===== src/design/cache_defines.svh =====
// raw geometry of the cache tag directory
// pulled in by the geometry package
`ifndef CACHE_DEFINES_SVH
`define CACHE_DEFINES_SVH

// ----------------------------------------------------------------------------
// geometry
// total number of lines in the directory
`define CACHE_BLOCKS 64
// associativity of 2, 4 or 8 ways
`define CACHE_WAYS 4
// stored tag width
`define CACHE_TAG_BITS 8

// ceiling log2 for constant expressions
`define CLOG2(x) \
	(((x) <= 1)     ? 0  : ((x) <= 2)     ? 1  : ((x) <= 4)     ? 2  : \
	 ((x) <= 8)     ? 3  : ((x) <= 16)    ? 4  : ((x) <= 32)    ? 5  : \
	 ((x) <= 64)    ? 6  : ((x) <= 128)   ? 7  : ((x) <= 256)   ? 8  : \
	 ((x) <= 512)   ? 9  : ((x) <= 1024)  ? 10 : ((x) <= 2048)  ? 11 : \
	 ((x) <= 4096)  ? 12 : ((x) <= 8192)  ? 13 : ((x) <= 16384) ? 14 : \
	 ((x) <= 32768) ? 15 : 16)

`endif


===== src/design/cache_geom_pkg.sv =====
// widths and vector types of the tag directory geometry
// block address form is {way, group}
`include "cache_defines.svh"

package cache_geom_pkg;

	// sizes
	localparam int N_BLOCKS   = `CACHE_BLOCKS;
	localparam int N_WAYS     = `CACHE_WAYS;
	localparam int N_GROUPS   = N_BLOCKS / N_WAYS;	// one fifo per group
	localparam int TAG_BITS   = `CACHE_TAG_BITS;

	// derived widths
	localparam int WAY_BITS   = `CLOG2(N_WAYS);
	localparam int GROUP_BITS = `CLOG2(N_GROUPS);
	localparam int ADDR_BITS  = WAY_BITS + GROUP_BITS;	// block addressable

	typedef logic [TAG_BITS-1:0]   tag_t;		// stored address tag
	typedef logic [GROUP_BITS-1:0] group_t;		// set index
	typedef logic [WAY_BITS-1:0]   way_t;		// way inside a set
	typedef logic [ADDR_BITS-1:0]  block_addr_t;	// {way, group}

endpackage


===== src/design/cache_msg_pkg.sv =====
// messages passed between the directory blocks and to the outside
// request in, lookup and victim side by side, commit fed back, response out
package cache_msg_pkg;

	import cache_geom_pkg::*;

	// incoming request
	typedef struct packed {
		tag_t   tag;
		group_t group;			// set index
	} req_t;

	// registered tag compare plus stored state of every way for eviction
	typedef struct packed {
		logic                  hit;
		way_t                  hit_way;
		group_t                group;
		tag_t                  tag;		// request tag, carried along
		logic [N_WAYS-1:0]     victim_valid;
		tag_t [N_WAYS-1:0]     victim_tag;
	} lookup_t;

	typedef struct packed {
		way_t way;			// fifo pointer of the group
	} victim_t;

	// allocation that writes the tag array and advances the fifo pointer
	typedef struct packed {
		logic   en;
		group_t group;
		way_t   way;
		tag_t   tag;
	} commit_t;

	typedef struct packed {
		logic        hit;
		block_addr_t addr;		// {way, group}
		logic        evict_valid;
		tag_t        evict_tag;	// zero unless evict_valid
	} resp_t;

endpackage


===== src/design/fifo_victim_select.sv =====
// fifo replacement pointer per group that gives the victim way of a request
// pointers move only when the resolver commits an allocation
module fifo_victim_select import cache_geom_pkg::*, cache_msg_pkg::*; (
	input  logic    clock_i,
	input  logic    resetn_i,
	input  logic    req_valid_i,
	input  req_t    req_i,		// only the group is used
	input  commit_t commit_i,
	output victim_t victim_o
);

	// ------------------------------------------------------------------------
	// pointer state
	way_t    ptr_q [N_GROUPS];	// one fifo counter per group
	logic    req_v_q;
	group_t  grp_q;
	logic    fwd;			// commit to the same group in flight
	way_t    next_way;
	victim_t victim_q;

	always_comb begin
		fwd      = commit_i.en && (commit_i.group == grp_q);
		// pointer advances at this same edge so take its new value
		next_way = fwd ? way_t'(commit_i.way + 1'b1) : ptr_q[grp_q];
	end

	// ------------------------------------------------------------------------
	// pointer update and request stage
	always_ff @(posedge clock_i) begin
		if (!resetn_i) begin
			for (int g = 0; g < N_GROUPS; g++)
				ptr_q[g] <= '0;
			req_v_q <= 1'b0;
		end else begin
			req_v_q <= req_valid_i;
			// wraps at N_WAYS
			if (commit_i.en)
				ptr_q[commit_i.group] <= ptr_q[commit_i.group] + 1'b1;
		end
	end

	always_ff @(posedge clock_i) begin
		if (req_valid_i)
			grp_q <= req_i.group;
		if (req_v_q)
			victim_q.way <= next_way;	// aligned with the lookup result
	end

	assign victim_o = victim_q;

	// resolver must allocate exactly where the fifo points
	a_commit_at_ptr: assert property (@(posedge clock_i) disable iff (!resetn_i)
		commit_i.en |-> commit_i.way == ptr_q[commit_i.group]);

endmodule


===== src/design/set_cache_dir.sv =====
// top level of the set associative tag directory with fifo replacement
// one request per cycle with the response pulse two cycles after the request edge
module set_cache_dir import cache_msg_pkg::*; (
	input  logic  clock_i,
	input  logic  resetn_i,
	input  logic  req_valid_i,	// one cycle strobe
	input  req_t  req_i,
	output logic  resp_valid_o,	// one cycle pulse
	output resp_t resp_o
);

	logic    look_valid;
	lookup_t look;
	victim_t victim;
	commit_t commit;		// fed back to both side blocks

	// tag compare runs side by side with the fifo
	tag_lookup u_lookup (
		.clock_i      (clock_i),
		.resetn_i     (resetn_i),
		.req_valid_i  (req_valid_i),
		.req_i        (req_i),
		.commit_i     (commit),
		.look_valid_o (look_valid),
		.look_o       (look)
	);

	fifo_victim_select u_victim (
		.clock_i     (clock_i),
		.resetn_i    (resetn_i),
		.req_valid_i (req_valid_i),
		.req_i       (req_i),
		.commit_i    (commit),
		.victim_o    (victim)
	);

	// picks hit or allocation and drives the outside
	way_resolve u_resolve (
		.clock_i      (clock_i),
		.resetn_i     (resetn_i),
		.look_valid_i (look_valid),
		.look_i       (look),
		.victim_i     (victim),
		.commit_o     (commit),
		.resp_valid_o (resp_valid_o),
		.resp_o       (resp_o)
	);

endmodule


===== src/design/tag_lookup.sv =====
// tag and valid storage of the directory with parallel way compare
// request registered at its edge with the result one cycle later
// a commit presented in the compare cycle is overlaid on the stored state
module tag_lookup import cache_geom_pkg::*, cache_msg_pkg::*; (
	input  logic    clock_i,
	input  logic    resetn_i,
	input  logic    req_valid_i,	// one cycle strobe
	input  req_t    req_i,
	input  commit_t commit_i,	// allocation from the resolver
	output logic    look_valid_o,
	output lookup_t look_o
);

	// ------------------------------------------------------------------------
	// storage indexed by {way, group}
	tag_t                tag_mem [N_BLOCKS];
	logic [N_BLOCKS-1:0] valid_q;

	logic                req_v_q;		// request stage
	req_t                req_q;
	logic [N_WAYS-1:0]   rd_valid;	// per way with commit overlaid
	tag_t [N_WAYS-1:0]   rd_tag;
	logic [N_WAYS-1:0]   hit_vec;
	way_t                hit_way;
	logic                look_valid_q;
	lookup_t             look_q;

	// ------------------------------------------------------------------------
	// compare all ways of the group
	always_comb begin
		block_addr_t line;
		hit_way = '0;
		for (int w = 0; w < N_WAYS; w++) begin
			line        = {way_t'(w), req_q.group};
			rd_valid[w] = valid_q[line];
			rd_tag[w]   = tag_mem[line];
			// pending write to this very line wins
			if (commit_i.en && commit_i.group == req_q.group &&
					commit_i.way == way_t'(w)) begin
				rd_valid[w] = 1'b1;
				rd_tag[w]   = commit_i.tag;
			end
			hit_vec[w] = rd_valid[w] && (rd_tag[w] == req_q.tag);
			if (hit_vec[w])
				hit_way = way_t'(w);	// at most one bit set
		end
	end

	// tag array write
	always_ff @(posedge clock_i) begin
		if (commit_i.en)
			tag_mem[{commit_i.way, commit_i.group}] <= commit_i.tag;
	end

	// control state
	always_ff @(posedge clock_i) begin
		if (!resetn_i) begin
			valid_q      <= '0;
			req_v_q      <= 1'b0;
			look_valid_q <= 1'b0;
		end else begin
			req_v_q      <= req_valid_i;
			look_valid_q <= req_v_q;
			if (commit_i.en)
				valid_q[{commit_i.way, commit_i.group}] <= 1'b1;
		end
	end

	// payload stages
	always_ff @(posedge clock_i) begin
		if (req_valid_i)
			req_q <= req_i;
		if (req_v_q) begin
			look_q.hit          <= |hit_vec;
			look_q.hit_way      <= hit_way;
			look_q.group        <= req_q.group;
			look_q.tag          <= req_q.tag;
			look_q.victim_valid <= rd_valid;	// resolver picks the victim line
			look_q.victim_tag   <= rd_tag;
		end
	end

	assign look_valid_o = look_valid_q;
	assign look_o       = look_q;

	// tags in a group stay unique only if allocation follows the miss path
	a_hit_onehot: assert property (@(posedge clock_i) disable iff (!resetn_i)
		req_v_q |-> $onehot0(hit_vec));

endmodule


===== src/design/way_resolve.sv =====
// merges lookup and victim results into the response
// on a miss it also issues the commit back to both side blocks
// corrects for its own previous commit, which the side blocks have not seen
module way_resolve import cache_geom_pkg::*, cache_msg_pkg::*; (
	input  logic    clock_i,
	input  logic    resetn_i,
	input  logic    look_valid_i,
	input  lookup_t look_i,
	input  victim_t victim_i,
	output commit_t commit_o,
	output logic    resp_valid_o,
	output resp_t   resp_o
);

	logic              commit_en_q;
	group_t            commit_grp_q;
	way_t              commit_way_q;
	tag_t              commit_tag_q;
	logic              resp_valid_q;
	resp_t             resp_q;

	logic              same_grp;	// last commit hits this group
	logic              hit;
	way_t              way;		// chosen line
	way_t              vict_way;
	logic [N_WAYS-1:0] line_valid;
	tag_t [N_WAYS-1:0] line_tag;
	logic              evict;
	logic              tag_present;	// request tag held in a valid line

	// ------------------------------------------------------------------------
	// selection
	always_comb begin
		same_grp   = commit_en_q && (commit_grp_q == look_i.group);
		line_valid = look_i.victim_valid;
		line_tag   = look_i.victim_tag;
		hit        = look_i.hit;
		way        = look_i.hit_way;
		vict_way   = victim_i.way;
		if (same_grp) begin
			line_valid[commit_way_q] = 1'b1;
			line_tag[commit_way_q]   = commit_tag_q;
			vict_way                 = way_t'(commit_way_q + 1'b1);	// fifo moved on
			if (look_i.tag == commit_tag_q) begin
				hit = 1'b1;		// just allocated
				way = commit_way_q;
			end else if (look_i.hit && look_i.hit_way == commit_way_q)
				hit = 1'b0;		// that line was replaced
		end
		if (!hit)
			way = vict_way;
		evict = !hit && line_valid[way];
		// scan of the merged line state
		tag_present = 1'b0;
		for (int w = 0; w < N_WAYS; w++)
			if (line_valid[w] && line_tag[w] == look_i.tag)
				tag_present = 1'b1;
	end

	// ------------------------------------------------------------------------
	// response and commit registers
	always_ff @(posedge clock_i) begin
		if (!resetn_i) begin
			resp_valid_q <= 1'b0;
			commit_en_q  <= 1'b0;
		end else begin
			resp_valid_q <= look_valid_i;
			commit_en_q  <= look_valid_i && !hit;	// allocate on miss only
		end
	end

	always_ff @(posedge clock_i) begin
		if (look_valid_i) begin
			resp_q.hit         <= hit;
			resp_q.addr        <= {way, look_i.group};
			resp_q.evict_valid <= evict;
			resp_q.evict_tag   <= evict ? line_tag[way] : '0;
			commit_grp_q       <= look_i.group;
			commit_way_q       <= way;
			commit_tag_q       <= look_i.tag;
		end
	end

	assign commit_o = '{en: commit_en_q, group: commit_grp_q, way: commit_way_q,
		tag: commit_tag_q};
	assign resp_valid_o = resp_valid_q;
	assign resp_o       = resp_q;

	// a tag already stored in the group is never allocated again
	a_no_commit_on_hit: assert property (@(posedge clock_i) disable iff (!resetn_i)
		look_valid_i && tag_present |=> !commit_en_q);

endmodule


===== config.mk =====
export PLATFORM = sky130hd
export DESIGN_NAME = set_cache_dir
export DESIGN_NICKNAME = d
export VERILOG_FILES = /design/src/design/cache_geom_pkg.sv /design/src/design/cache_msg_pkg.sv /design/src/design/fifo_victim_select.sv /design/src/design/set_cache_dir.sv /design/src/design/tag_lookup.sv /design/src/design/way_resolve.sv
export VERILOG_INCLUDE_DIRS = /design/src /design/src/design
export SDC_FILE = /design/constraint.sdc
export NUM_CORES = 1
export LEC_CHECK = 0
export BUFFER_PORTS_ARGS = -buffer_cell sky130_fd_sc_hd__buf_2
export CORE_MARGIN = 2
export CORE_UTILIZATION = 45
export DETAILED_ROUTE_END_ITERATION = 10
export GPL_TIMING_DRIVEN = 0
export PLACE_DENSITY = 0.66
export SYNTH_ARGS = -nofsm -noshare
export SYNTH_HDL_FRONTEND = slang
export SYNTH_SLANG_ARGS = --single-unit
export TNS_END_PERCENT = 10

===== constraint.sdc =====
create_clock -name clock_i -period 4.2 [get_ports clock_i]
set_input_delay 0.84 -clock clock_i [delete_from_list [all_inputs] [get_ports clock_i]]
set_output_delay 0.84 -clock clock_i [all_outputs]
set_load 0.005 [all_outputs]

Word-level counts from Yosys, hierarchy flattened

Memory sizes are Yosys's and may differ from the RTL's. A register that Yosys moved wholly into a read port is not among the register bits.
Index checks and enable logic that the tools add are counted.

Register bits: 163
Memory bits (writable): 544
Input port bits: 15
Output and inout bits: 17
Memories: 2

Memory list:

| memory           | depth | bits a word | rd ports | clocked after Yosys merged registers in | write ports | line                     | source |
|---|---|---|---|---|---|---|---|
| u_lookup.tag_mem | 64    | 8           | 4        | 4                                       | 1           | tag_lookup.sv:16         | `tag_t tag_mem [N_BLOCKS];` |
| u_victim.ptr_q   | 16    | 2           | 2        | 2                                       | 16          | fifo_victim_select.sv:14 | `way_t ptr_q [N_GROUPS];` |

Add/sub/neg operators: 2
Magnitude comparators: 9
Eq/ne operators: 11
Muxes and demuxes: 53
Bitwise operators: 2
Reduce and logical (&&, ||, !) cells: 20

Operator list:

| operator            | number |
|---|---|
| $or 64x64->64       | 1 |
| $mux 8              | 6 |
| $eq 8x8->1          | 5 |
| $bwmux 32           | 1 |
| $mux 32             | 1 |
| $mux 6              | 4 |
| $mux 1              | 22 |
| $lt 6x7->1 const B  | 3 |
| $bmux 1 s4          | 4 |
| $bmux 8 s2          | 1 |
| $demux 8 s2         | 1 |
| $mux 4              | 4 |
| $logic_and 1x1->1   | 15 |
| $mux 2              | 6 |
| $eq 4x4->1          | 2 |
| $lt 4x7->1 const B  | 1 |
| $lt 5x7->1 const B  | 1 |
| $demux 1 s6         | 1 |
| $ge 6x1->1 const B  | 1 |
| $lt 2x3->1 const B  | 2 |
| $add 2x1->2 const B | 2 |
| $eq 2x2->1 const B  | 2 |
| $or 4x4->4          | 1 |
| $reduce_or 2->1     | 2 |
| 8 further kinds     | 8 |

Longest topological paths before layout

Depth after elaboration: 9
Depth in mapped cells: 12

By module

A second synthesis with hierarchy kept.

Cells, all modules: 1689
Area total of the unflattened synthesis: 29669.7 um^2

Modules (own cells, without submodules):

| module             | instances | cells an instance | area an instance (um^2) |
|---|---|---|---|
| tag_lookup         | 1         | 1376              | 25698.4 |
| fifo_victim_select | 1         | 168               | 2284.7 |
| way_resolve        | 1         | 145               | 1686.6 |

Worst setup path before layout

OpenSTA, ideal clock, no wires.

Kind: register -> register
Start point: reg u_resolve.commit_tag_q[1]
End point: reg u_resolve.resp_q, in the netlist u_resolve.resp_o[0], data pin
Arrival: 3214 ps
Required time: 3945 ps
Path slack: 731 ps
Cell stages (with the launch flop): 10
Path buffers: 1
Period minus slack after synthesis: 3469 ps
Cell sequence: edfxtp_1 > clkbuf_1 > xnor2_1 > nand4_1 > nor4_4 > and4bb_1 > a221oi_4 > nand3_1 > o221ai_2 > o21ba_2

Cells in the longest elaborated chain, start to end: 7
Elaborated cells between the ends (all ways): 12
Classes of those cells: eq/ne (1); mux (9); reduce/logical (2)

Ends and longest elaborated chain:

| element                          | line              | source |
|---|---|---|
| from (decl)                      | way_resolve.sv:18 | `tag_t commit_tag_q;` |
| from (signal assigned)           | way_resolve.sv:80 | `commit_tag_q <= look_i.tag;` |
| $eq 8x8->1 (*)                   | way_resolve.sv:44 | `if (look_i.tag == commit_tag_q) begin` |
| $mux 2 or $mux 1 (tied branches) | way_resolve.sv:44 |  |
| $mux 2 or $mux 1 (tied branches) | way_resolve.sv:40 | `if (same_grp) begin` |
| $mux 2                           | way_resolve.sv:50 | `if (!hit)` |
| $bmux 1 s2                       | way_resolve.sv:52 | `evict = !hit && line_valid[way];` |
| $mux 1 (not written as such)     | way_resolve.sv:52 |  |
| $logic_and 1x1->1                | way_resolve.sv:52 |  |
| to (decl)                        | way_resolve.sv:20 | `resp_t resp_q;` |

Mark *: on every way between the ends. The rest lies on a longest branch, timed or not. The select of a mux whose other input is x is not followed.
A chain may end at the register's enable or synchronous reset.

==> impl_metrics.toml <==
[run_status]
status = "complete, no violations"

[timing]
finalSetupViolations = 0
final_min_period_over_clock_period_pct = 97.1
hold_viol_final = 0
max_clock_freq_ghz = 0.245
slew_violations = 0
grt_setup_unrepaired = "false"
max-slew-margin-rel_pct = 11.4
worst-slew-pin-transition_ns = 1.32
finClkSkew_ns = 0.0206
min_period_ns = 4.08

[placed_design]
portBuffers = 31
dpl.hpwl_mm = 51.4
placedCellCount = 2462
instance_area_after_placement_mm2 = 0.0305
gp_congestion = 0.916

[worst_setup_path]
worst_setup_path_end_kind = "flop"
critical_path.max_stage_delay_ns = 0.52
timing.critical_path.max_delay_family = "buffers and inverters"
critPathArrivalTime_ns = 4.44
cp.required_ns = 4.56
reg2reg_slack_ns = 0.12
cp_cell_sequence = "buf_6, buf_4, buf_4, buf_2, mux4_2, mux2i_1, nand2_1, o21ai_0, o21ai_0, o22ai_1, nor3_1, a311o_1"
crit_type = "reg2reg"
critical_path_fanout_max = 10
timing.critical_path.from_type = "flop"
slowest_stage = "sky130_fd_sc_hd__buf_2"
cp.buffers_inverters = 4

[synth]
syn_area_per_cell_um2 = 18.4
mappedNetlistNets = 1587
combinational_family_with_the_most_area_after_synthesis = "multiplexers"
synth_flop_cell = "sky130_fd_sc_hd__edfxtp_1"
synth_area_in_xor_xnor_pct = 1.55
synth_mux_area_share_pct = 16.1
synth-simple-area-share_pct = 4.48
yosys.area_share.adder_pct = 0.173
number_of_synthesized_flops_with_an_enable_pin = 633
netlist-cell-type-count = 62
synth_async_sr_flop_share_pct = 0
yosys.area.top_type = "sky130_fd_sc_hd__edfxtp_1"
synth_common_cells = "sky130_fd_sc_hd__edfxtp_1, sky130_fd_sc_hd__mux4_2, sky130_fd_sc_hd__nor2_1"
synthMostInstantiatedCell = "sky130_fd_sc_hd__edfxtp_1"
seq_area_frac_synth_pct = 71.1
synth.top_cell.area_share_pct = 65.8
synthesis.area_mm2 = 0.0289
area_fraction_in_compound_gates_after_synthesis_pct = 4.63
yosys-top-cells-area = "sky130_fd_sc_hd__edfxtp_1, sky130_fd_sc_hd__mux4_2, sky130_fd_sc_hd__dfxtp_1"
yosys_warnings = 0
yosys_register_bits = 709
post_synth_inst_count = 1568

[floorplan]
die_area_mm2 = 0.0662
ioPinCount = 32
placement_rows = 92
width_of_the_die_um = 257
placeableCoreArea_mm2 = 0.0633
die_height_um = 257
start_util_pct = 45.6

[global_route]
grt_use_total_pct = 22.8
grt_max_degree = 45
grt_antenna_before_repair = 1
grt_residual_overflow = 0
first_pass_grt_wire_length_mm = 109
first_global_vias = 15700

[clocking]
cts-root-to-sink-buffers = 3
clkTransAtPathRegs_ns = 0.06
htree_levels = 3
cts.repair.resized = 0
clock_latency_ns = 0.63
clock_sink_count = 709
cts_tree = "done"
root_buffer_cell = "sky130_fd_sc_hd__clkbuf_16"
cts_hold_buf = 0
cts_buffers = 73

[worst_hold_path]
holdCritPathClass = "in2reg"

[routing]
drt_pre_antenna_iters = 5
route.antenna.remaining_nets = 0
route.detailed.vias_per_inst = 6.05
drt-wirelength-per-cell_um = 28.8
drc_errors = 0
num_vias = 15700
drt_first_iter_violations = 1983
routed_wirelength_mm = 74.7

[final_layout]
area.growth.synth_to_final_pct = 13.8
antenna-diode-count = 0
nFillCells = 5045
final_layout_size_suffix_gt1_share_pct = 25.3
multi_input_area_mm2 = 0.00777
register_area_mm2 = 0.0205
finalNetCount = 1711
stdcell_area_mm2 = 0.0329
post_layout_nonfiller_instances = 2597

[flow_run]
cap_violations = 0

[power]
power_per_cell_area_mw_per_mm2 = 461
vdd_ir_drop_max_mv = 0.268
total_leakage_power_uw = 0.0107
## cell families after synthesis
logic type / Yosys count
AOI/OAI and AO/OA: 180
xor gates and xnor gates: 51
adders and majority gates: 4
buffers and inverters: 111
DFF: 709
muxes: 238
and+or+nand+nor: 275
## flip-flops by register name, indices dropped and copies added (netlist names), named ones only
signal,flops
u_lookup.look_o,51
u_lookup.look_valid_o,1
u_lookup.req_q,8
u_lookup.tag_mem,512
u_lookup.valid_q,64
u_resolve.commit_en_q,1
u_resolve.commit_tag_q,8
u_resolve.resp_o,16
u_resolve.resp_valid_o,1
u_victim.grp_q,4
u_victim.ptr_q,32
u_victim.req_v_q,1
u_victim.victim_o,2
## metal layers
metal | GRT usage, % | share of wire, % | vias up
li1 | - | - | 6533
met5 | 0 | 0.012 | -
met3 | 3.95 | 7.7 | 126
met2 | 35.7 | 47 | 731
met4 | 7.80 | 3.0 | 2
met1 | 32.6 | 42 | 8321
## area by class of cell
| type | count | share of cell area, % |
|---|---|---|
| sequential | 709 | 62.5 |
| clock inverter | 40 | 0.895 |
| multi-input combinational | 748 | 23.6 |
| clock buffer | 94 | 6.14 |
| timing repair buffer | 49 | 1.87 |
| tap | 846 | 3.22 |
| inverter | 16 | 0.190 |
| buffer | 95 | 1.58 |
## where the power goes
group | switching, µW | total, µW | leakage, µW | internal (µW)
Clock | 2700 | 6240 | 0.00114 | 3540
Combinational | 698 | 1190 | 0.00318 | 491
Sequential | 55.1 | 7740 | 0.00638 | 7690
Total | 3450 | 15200 | 0.0107 | 11700
## path summary, 6_finish.rpt
path / startpoint / end / cells after the start
worst max-delay path: flop / u_lookup.look_o[50]$_DFFE_PP_ / 12
worst max register to register: flop / u_lookup.look_o[50]$_DFFE_PP_ / 12
worst min register to register: u_lookup.valid_q[38]$_SDFFE_PN0P_ / u_lookup.valid_q[38]$_SDFFE_PN0P_ / 1
worst min-delay path: req_i[5] / u_lookup.req_q[5]$_DFFE_PP_ / 1
## stage by stage
stage	setup WS [ns]	total power [µW]	utilization [%]	hold WS (ns)	TNS, ns
after floorplan	0.731	8640	-	0.421	0
after global placement	-0.808	9050	47.5	0.441	-7.38
after detailed placement	0.158	9060	48.3	0.448	0
after CTS	0.118	15200	51.9	0.369	0
after global routing	0.0113	15500	51.9	0.385	0
final	0.120	15200	51.9	0.390	0
## cells in the final DEF, fill, tap and decap left out, drive strengths merged, types with 17 or more instances in the layout
master  netlist  routed
xnor2        34      34
inv          16      17
clkbuf       42     136
nand2        68      68
edfxtp      633     633
dfxtp        76      76
clkinv        0      34
nand3        24      24
a22oi        22      22
o21a         64      64
mux2         37      37
mux2i        25      25
mux4        176     176
nor2        111     111
o21ai        28      28
o221ai       17      17
xor2         17      17
buf          53     102
## timing repair
| action | in CTS | in global routing |
|---|---|---|
| buffers inserted | 0 | 1 |
| hold endpoints to repair | 0 | 0 |
| setup endpoints to repair | 0 | 8 |
Power figures use the tool's default switching activity.
